==> src/hdl/gearbox_pkg.sv <==
package gearbox_pkg;

	// Word widths on both sides of the gearbox
	localparam int in_width = 48;
	localparam int out_width = 32;
	localparam int hdr_width = 2;

	// A header word carries the sync header on top of the source bits
	localparam int framed_width = in_width + hdr_width;

	localparam int buf_width = 100; // Bit buffer between framer and output

	typedef logic [7:0] fill_t;

	localparam fill_t fill_init = 8'd60; // Start level after reset or underflow
	localparam fill_t fill_ready_max = 8'd80; // Source may pop below this level

	// Highest level at which a plain 48-bit word still fits after the drain
	localparam fill_t fill_max = fill_t'(buf_width + out_width - in_width);

	// Four source words make three 66-bit blocks, so the header moves each pop
	typedef enum logic [1:0] {
		phase_plain,
		phase_hdr_16,
		phase_hdr_32,
		phase_hdr_tail
	} phase_t;

	// Header inside a word has bit 1 set, header at the tail has bit 0 set
	localparam logic [hdr_width-1:0] hdr_mid = 2'b10;
	localparam logic [hdr_width-1:0] hdr_tail = 2'b01;

endpackage

==> src/hdl/framed_word_if.sv <==
`timescale 1ns/1ns

interface framed_word_if;

	logic valid; // A pop is taken this cycle
	logic [gearbox_pkg::framed_width-1:0] data; // Right aligned framed word
	gearbox_pkg::fill_t len; // Number of valid bits in data
	gearbox_pkg::phase_t phase; // Header placement used for this word

	modport framer (
		output valid,
		output data,
		output len,
		output phase
	);

	modport buffer (
		input valid,
		input data,
		input len,
		input phase
	);

endinterface

==> src/hdl/block_framer.sv <==
`timescale 1ns/1ns

module block_framer (
	input logic clk,
	input logic reset_n,
	input logic enable,
	input logic pop,
	input logic [gearbox_pkg::in_width-1:0] in_data,
	framed_word_if.framer fw
);

	gearbox_pkg::phase_t phase_q;
	gearbox_pkg::phase_t phase_nxt;

	// The phase steps once per accepted word and wraps after four words
	always_comb begin
		case (phase_q)
			gearbox_pkg::phase_plain: phase_nxt = gearbox_pkg::phase_hdr_16;
			gearbox_pkg::phase_hdr_16: phase_nxt = gearbox_pkg::phase_hdr_32;
			gearbox_pkg::phase_hdr_32: phase_nxt = gearbox_pkg::phase_hdr_tail;
			default: phase_nxt = gearbox_pkg::phase_plain;
		endcase
	end

	always_ff @(posedge clk) begin
		if (!reset_n) begin
			phase_q <= gearbox_pkg::phase_plain;
		end else if (enable && pop) begin
			phase_q <= phase_nxt;
		end
	end

	// Header position follows the phase
	always_comb begin
		case (phase_q)
			gearbox_pkg::phase_plain: begin
				fw.data = {{gearbox_pkg::hdr_width{1'b0}}, in_data};
				fw.len = gearbox_pkg::fill_t'(gearbox_pkg::in_width);
			end
			gearbox_pkg::phase_hdr_16: begin
				fw.data = {
					in_data[gearbox_pkg::in_width-1:16],
					gearbox_pkg::hdr_mid,
					in_data[15:0]
				};
				fw.len = gearbox_pkg::fill_t'(gearbox_pkg::framed_width);
			end
			gearbox_pkg::phase_hdr_32: begin
				fw.data = {
					in_data[gearbox_pkg::in_width-1:32],
					gearbox_pkg::hdr_mid,
					in_data[31:0]
				};
				fw.len = gearbox_pkg::fill_t'(gearbox_pkg::framed_width);
			end
			default: begin
				fw.data = {gearbox_pkg::hdr_tail, in_data}; // Closes the third block
				fw.len = gearbox_pkg::fill_t'(gearbox_pkg::framed_width);
			end
		endcase
	end

	assign fw.valid = enable & pop;
	assign fw.phase = phase_q;

endmodule

==> src/hdl/bit_buffer.sv <==
`timescale 1ns/1ns

module bit_buffer (
	input logic clk,
	input logic reset_n,
	input logic enable,
	framed_word_if.buffer fw,
	output logic [gearbox_pkg::out_width-1:0] out_data,
	output logic ready,
	output logic fault
);

	logic [gearbox_pkg::buf_width-1:0] buf_q;
	logic [gearbox_pkg::buf_width-1:0] buf_nxt;
	logic [gearbox_pkg::buf_width-1:0] shifted;
	logic [gearbox_pkg::buf_width-1:0] word_ext;
	logic [gearbox_pkg::buf_width-1:0] len_mask;
	gearbox_pkg::fill_t fill_q;
	gearbox_pkg::fill_t fill_nxt;
	gearbox_pkg::fill_t wr_pos;
	logic drain_ok;
	logic fits_hdr;
	logic pop_legal;

	// A full output word must be present before anything moves
	assign drain_ok = fill_q >= gearbox_pkg::fill_t'(gearbox_pkg::out_width);

	// After the drain the new word lands right above the remaining bits
	assign wr_pos = fill_q - gearbox_pkg::fill_t'(gearbox_pkg::out_width);

	// A header word is two bits longer, so its limit sits two levels lower
	assign fits_hdr = wr_pos <=
		gearbox_pkg::fill_t'(gearbox_pkg::buf_width - gearbox_pkg::framed_width);

	always_comb begin
		pop_legal = fw.valid && drain_ok && !fill_q[0];
		if (fill_q > gearbox_pkg::fill_max) begin
			pop_legal = 1'b0;
		end
		if (fw.phase != gearbox_pkg::phase_plain && !fits_hdr) begin
			pop_legal = 1'b0;
		end
	end

	assign word_ext = {
		{(gearbox_pkg::buf_width - gearbox_pkg::framed_width){1'b0}},
		fw.data
	};
	assign len_mask = ~({gearbox_pkg::buf_width{1'b1}} << fw.len); // Low len bits set

	assign shifted = buf_q >> gearbox_pkg::out_width;

	always_comb begin
		buf_nxt = buf_q; // Underflow holds the contents
		fill_nxt = gearbox_pkg::fill_init;
		if (drain_ok) begin
			buf_nxt = shifted;
			fill_nxt = wr_pos;
			if (pop_legal) begin
				// Bits above the new word keep the shifted contents
				buf_nxt = (shifted & ~(len_mask << wr_pos)) |
					((word_ext & len_mask) << wr_pos);
				fill_nxt = wr_pos + fw.len;
			end
		end
	end

	always_ff @(posedge clk) begin
		if (!reset_n) begin
			buf_q <= '0;
			fill_q <= gearbox_pkg::fill_init;
		end else if (enable) begin
			buf_q <= buf_nxt;
			fill_q <= fill_nxt;
		end
	end

	assign out_data = buf_q[gearbox_pkg::out_width-1:0];

	assign ready = fill_q < gearbox_pkg::fill_ready_max;

	// Either the buffer ran dry or the source popped at a bad level
	assign fault = !drain_ok || (fw.valid && !pop_legal);

endmodule

==> src/hdl/tx_gearbox.sv <==
`timescale 1ns/1ns

module tx_gearbox (
	input logic clk,
	input logic reset_n,
	input logic enable,
	input logic pop,
	input logic [gearbox_pkg::in_width-1:0] in_data,
	output logic [gearbox_pkg::out_width-1:0] out_data,
	output logic ready,
	output logic fault
);

	framed_word_if fw ();

	// Inserts the sync header according to the block phase
	block_framer u_block_framer (
		.clk(clk),
		.reset_n(reset_n),
		.enable(enable),
		.pop(pop),
		.in_data(in_data),
		.fw(fw.framer)
	);

	// Packs framed words into the buffer and drains 32 bits per cycle
	bit_buffer u_bit_buffer (
		.clk(clk),
		.reset_n(reset_n),
		.enable(enable),
		.fw(fw.buffer),
		.out_data(out_data),
		.ready(ready),
		.fault(fault)
	);

endmodule

==> config.mk <==
export PLATFORM = sky130hd
export DESIGN_NAME = tx_gearbox
export DESIGN_NICKNAME = d
export VERILOG_FILES = /design/src/hdl/gearbox_pkg.sv /design/src/hdl/framed_word_if.sv /design/src/hdl/block_framer.sv /design/src/hdl/bit_buffer.sv /design/src/hdl/tx_gearbox.sv
export SDC_FILE = /design/constraint.sdc
export NUM_CORES = 1
export LEC_CHECK = 0
export ABC_AREA = 1
export ABC_CLOCK_PERIOD_IN_PS = 3400
export BUFFER_PORTS_ARGS = -buffer_cell sky130_fd_sc_hd__buf_2
export CORE_ASPECT_RATIO = 1.1
export CORE_UTILIZATION = 26
export CTS_CLUSTER_DIAMETER = 80
export DETAILED_ROUTE_END_ITERATION = 6
export GPL_ROUTABILITY_DRIVEN = 0
export GPL_TIMING_DRIVEN = 0
export MAX_ROUTING_LAYER = met4
export PLACE_DENSITY_LB_ADDON = 0.15
export SLEW_MARGIN = 20
export SYNTH_ARGS = -nofsm -noshare
export SYNTH_HDL_FRONTEND = slang
export SYNTH_SLANG_ARGS = --single-unit
==> constraint.sdc <==
create_clock -name clk -period 3.4 [get_ports clk]
set_input_delay 0 -clock clk [delete_from_list [all_inputs] [get_ports clk]]
set_output_delay 0 -clock clk [all_outputs]
set_load 0.005 [all_outputs]
==> flow_summary.rst <==
.. list-table::
   :header-rows: 1

   * - Metric
     - Value
   * - Fraction of power consumed by sequential logic
     - 0.322
   * - Maximum number of buffers from clock root to sink
     - 2
   * - Vias in the first global route
     - 11,400
   * - Number of hold violations in the final report
     - 0
   * - Data required time at the worst endpoint
     - 3.71 ns
   * - Number of placement rows
     - 72
   * - Die ar.
     - 37,200 um2
   * - Clock Pin Slew Worst Setup and Hold Paths
     - 0.08 ns
   * - CP Capture Type
     - flip-flop
   * - Area fraction of the dominant cell type after synthesis
     - 0.230
   * - Arrival time of the worst setup path
     - 3.55 ns
   * - Synthesized netlist cell count
     - 1,671
   * - Min Clock Period, post-route
     - 3.25 ns
   * - Synthesis warning total
     - 0
   * - Post-synthesis async set-or-reset flop share
     - 0
   * - Sequential element share of the synthesized area
     - 0.230
   * - Cell types with the highest counts after synthesis
     - 514 x nand2_1, 330 x nand3_1, 148 x o21ai_0
   * - Class of the most critical hold timing path
     - in -> reg
   * - Outcome
     - complete, no violations
   * - Main combinational cell family by area after synthesis
     - simple AND/OR/NAND/NOR gates
   * - Signed area change from the synthesized netlist to the final layout
     - 14.9%
   * - Post-detailed-route DRC marker count
     - 0
   * - Die Wd
     - 184 um
   * - Total Routed Length
     - 51,700 um
   * - First-pass GRT wire length
     - 76,600 um
   * - Clk sink count
     - 109
   * - Top_reg_cell synth
     - dfxtp_1
   * - Share of cells above drive strength 1
     - 0.120
   * - Number of DRC violations after detailed-routing iteration 0
     - 1,940
   * - Clock share of power
     - 0.256
   * - Final setup viols
     - 0
   * - Type of element launching the critical path
     - flip-flop
   * - Synth cell types
     - 36
   * - Worst Max-Slew Pin Slew
     - 1.22 ns
   * - Setup Total Neg Slack
     - 0 ns
   * - Max_slew headroom
     - 0.186
   * - CTS tree
     - yes
   * - Total CTS buffers
     - 9
   * - CTS Root Cell
     - clkbuf_16
   * - N_diodes
     - 0
   * - Nets
     - 1,844
   * - Initial Util
     - 0.267
   * - Clock latency on the worst-skew pair
     - 0.39 ns
   * - Detailed-routing iteration count for the pre-antenna-repair pass
     - 7
   * - Power density over the cells
     - 404 nW/um2
   * - Peak supply drop
     - 248 uV
   * - Max Fclk
     - 308 MHz
   * - Cell with the most instances after synthesis
     - nand2_1
   * - Dominant cell type by area after synthesis
     - dfxtp_1
   * - Worst Skew
     - 0.0161 ns
   * - Count of state elements after synthesis
     - 109
   * - Average wire length per cell after detail routing
     - 22.9 um
   * - Sum of net half-perimeters after detailed placement
     - 41,600 um
   * - Antenna violations before repair
     - 0
   * - Switching power
     - 1930 uW
   * - Largest net degree at the start of global routing
     - 17
   * - Final cell utilization of the core
     - 0.307
   * - Xor/xnor cell area share of the yosys netlist
     - 0.000924
   * - Cell area after synthesis
     - 9470 um2
   * - Total of max-cap violations
     - 0
   * - Count of H-tree levels built during CTS
     - 3
   * - Proportion of total power due to net switching
     - 0.438
   * - Post-synthesis share of cell area spent on and, or, nand and nor gates
     - 0.440
   * - Final clock period utilization by the worst path
     - 0.955
   * - Adder and majority cell fraction of the synthesized area
     - 0.0225
   * - Leakage component of the power
     - 0.00483 uW
   * - Post-synth EDFFs
     - 0
   * - Via count
     - 12,500
   * - Multiplexer area fraction after synthesis
     - 0
   * - Total of fill cells in the finished design
     - 4,169
   * - Highest fanout seen on the critical path
     - 12
   * - Overall fraction of global-route tracks in use
     - 0.290
   * - Critical path class
     - reg -> reg
   * - Post-DRT Antenna Nets
     - 0
   * - Internal cell power
     - 2480 uW
   * - Total core area
     - 35,500 um2
   * - Count of final max-slew check failures
     - 0
   * - Biggest area contributors in the synthesized netlist
     - dfxtp_1 23%, nand2_1 20%, nand3_1 17%, o21ai_0 7.8%, a21oi_1 7.3%
   * - Combinational group share of total power
     - 0.421
   * - Die boundary height
     - 202 um
   * - Unrepaired setup endpoints after global routing
     - no
   * - Port bufs
     - 85
   * - Compound-Gate Fraction of Synth Area
     - 0.190
   * - Vias per cell
     - 5.52
   * - Number of placed I/O pins
     - 86
   * - Net Count, Synth
     - 1,740
   * - Total congestion overflow
     - 0
   * - Average size of a mapped cell
     - 5.67 um2
-- critical path, stage by stage (launching register included) --
cell and delay (ns):
dfxtp_4 0.43, inv_1 0.07, buf_2 0.21, buf_4 0.24, ha_1 0.29, buf_2 0.22
inv_2 0.11, nor2_4 0.18, o21ai_2 0.13, nand2_1 0.14, nand2_4 0.15, nor2_4 0.21
buf_12 0.14, inv_2 0.04, buf_2 0.19, a21oi_1 0.16, nand2_1 0.13, a21oi_1 0.13
-- routing by layer --
metal | wire (um) | vias to the layer above | track usage
li1 | - | 5769 | -
met5 | 0 | - | -
met1 | 21300 | 5755 | 0.372
met4 | 3450 | 0 | 0.161
met3 | 5670 | 171 | 0.0677
met2 | 21300 | 783 | 0.415
-- stage by stage --
step,instances,instance area (um2),hold WS [ns],power (uW),worst slack [ns]
after global placement,2237,10500,0.285,3210,-0.515
after global routing,2261,10900,0.0962,4620,0.00753
final,2261,10900,0.0339,4400,0.153
after detailed placement,2237,10500,0.291,3200,-0.568
after floorplan,1671,9470,0.141,2520,0.719
after CTS,2255,10800,0.0719,4330,0.0113
-- registers in the layout, indices dropped and copies added, names as in the netlist --
| signal | flops |
|---|---|
| u_bit_buffer.fill_q | 7 |
| u_block_framer.fw.phase | 2 |
| u_bit_buffer.buf_q | 100 |
-- power by group through the flow --
stage               logic [uW]  registers, uW  clock network [uW]
floorplan                 1090           1430                   0
global placement          1760           1450                   0
detailed placement        1750           1450                   0
CTS                       1760           1420                1150
global route              1980           1430                1200
finish                    1850           1420                1130
-- cell type report --
cell class	instances	area [um2]	area share
multi-input cells	1322	6190	0.569
flip-flops and latches	109	2190	0.201
repair buffers	93	500	0.0460
plain buffers	141	737	0.0677
inverters	99	375	0.0345
well taps	481	602	0.0553
clock inverters	4	47.5	0.00437
clock buffers	12	246	0.0226
-- placed cells by master, fill, tap and decap left out, types with 6 or more instances in the layout --
cell	n
a21oi_1	138
a31oi_1	19
buf_1	21
buf_2	109
buf_4	47
clkbuf_1	53
clkbuf_16	9
dfxtp_1	108
ha_1	17
inv_1	84
inv_2	12
nand2_1	514
nand3_1	330
nand4_1	12
nor2_1	81
o211ai_1	9
o21a_1	6
o21ai_0	146
o21ai_1	8
o22ai_1	8
or2_2	10
-- logic make-up after synthesis --
group | count (synthesis)
DFF | 109
xor gates and xnor gates | 1
buffers and inverters | 240
AOI/OAI and AO/OA | 340
and+or+nand+nor | 964
adders and majority gates | 17
-- path summary, 6_finish.rpt --
kind              cells after the start  slack (ns)                                 from                                      end
hold reg to reg                       2        0.46  u_bit_buffer.buf_q[38]$_SDFFE_PN0P_       u_bit_buffer.buf_q[6]$_SDFFE_PN0P_
setup reg to reg                     17        0.15  u_bit_buffer.fill_q[5]$_SDFFE_PN1P_      u_bit_buffer.buf_q[98]$_SDFFE_PN0P_
hold / removal                        3        0.03                                  pop  u_block_framer.fw.phase[1]$_SDFFE_PN0P_
setup / recovery                     17        0.15  u_bit_buffer.fill_q[5]$_SDFFE_PN1P_      u_bit_buffer.buf_q[98]$_SDFFE_PN0P_
-- repair_timing --
| item | in CTS | in global routing |
|---|---|---|
| setup buffers | 1 | 6 |
| hold endpoints to repair | 3 | 0 |
| pin swaps | 1 | 2 |
| hold buffers | 1 | 0 |
| setup endpoints to repair | 99 | 74 |
| resized for setup | 4 | 7 |
Note: power is estimated with default switching activity, not from simulation.
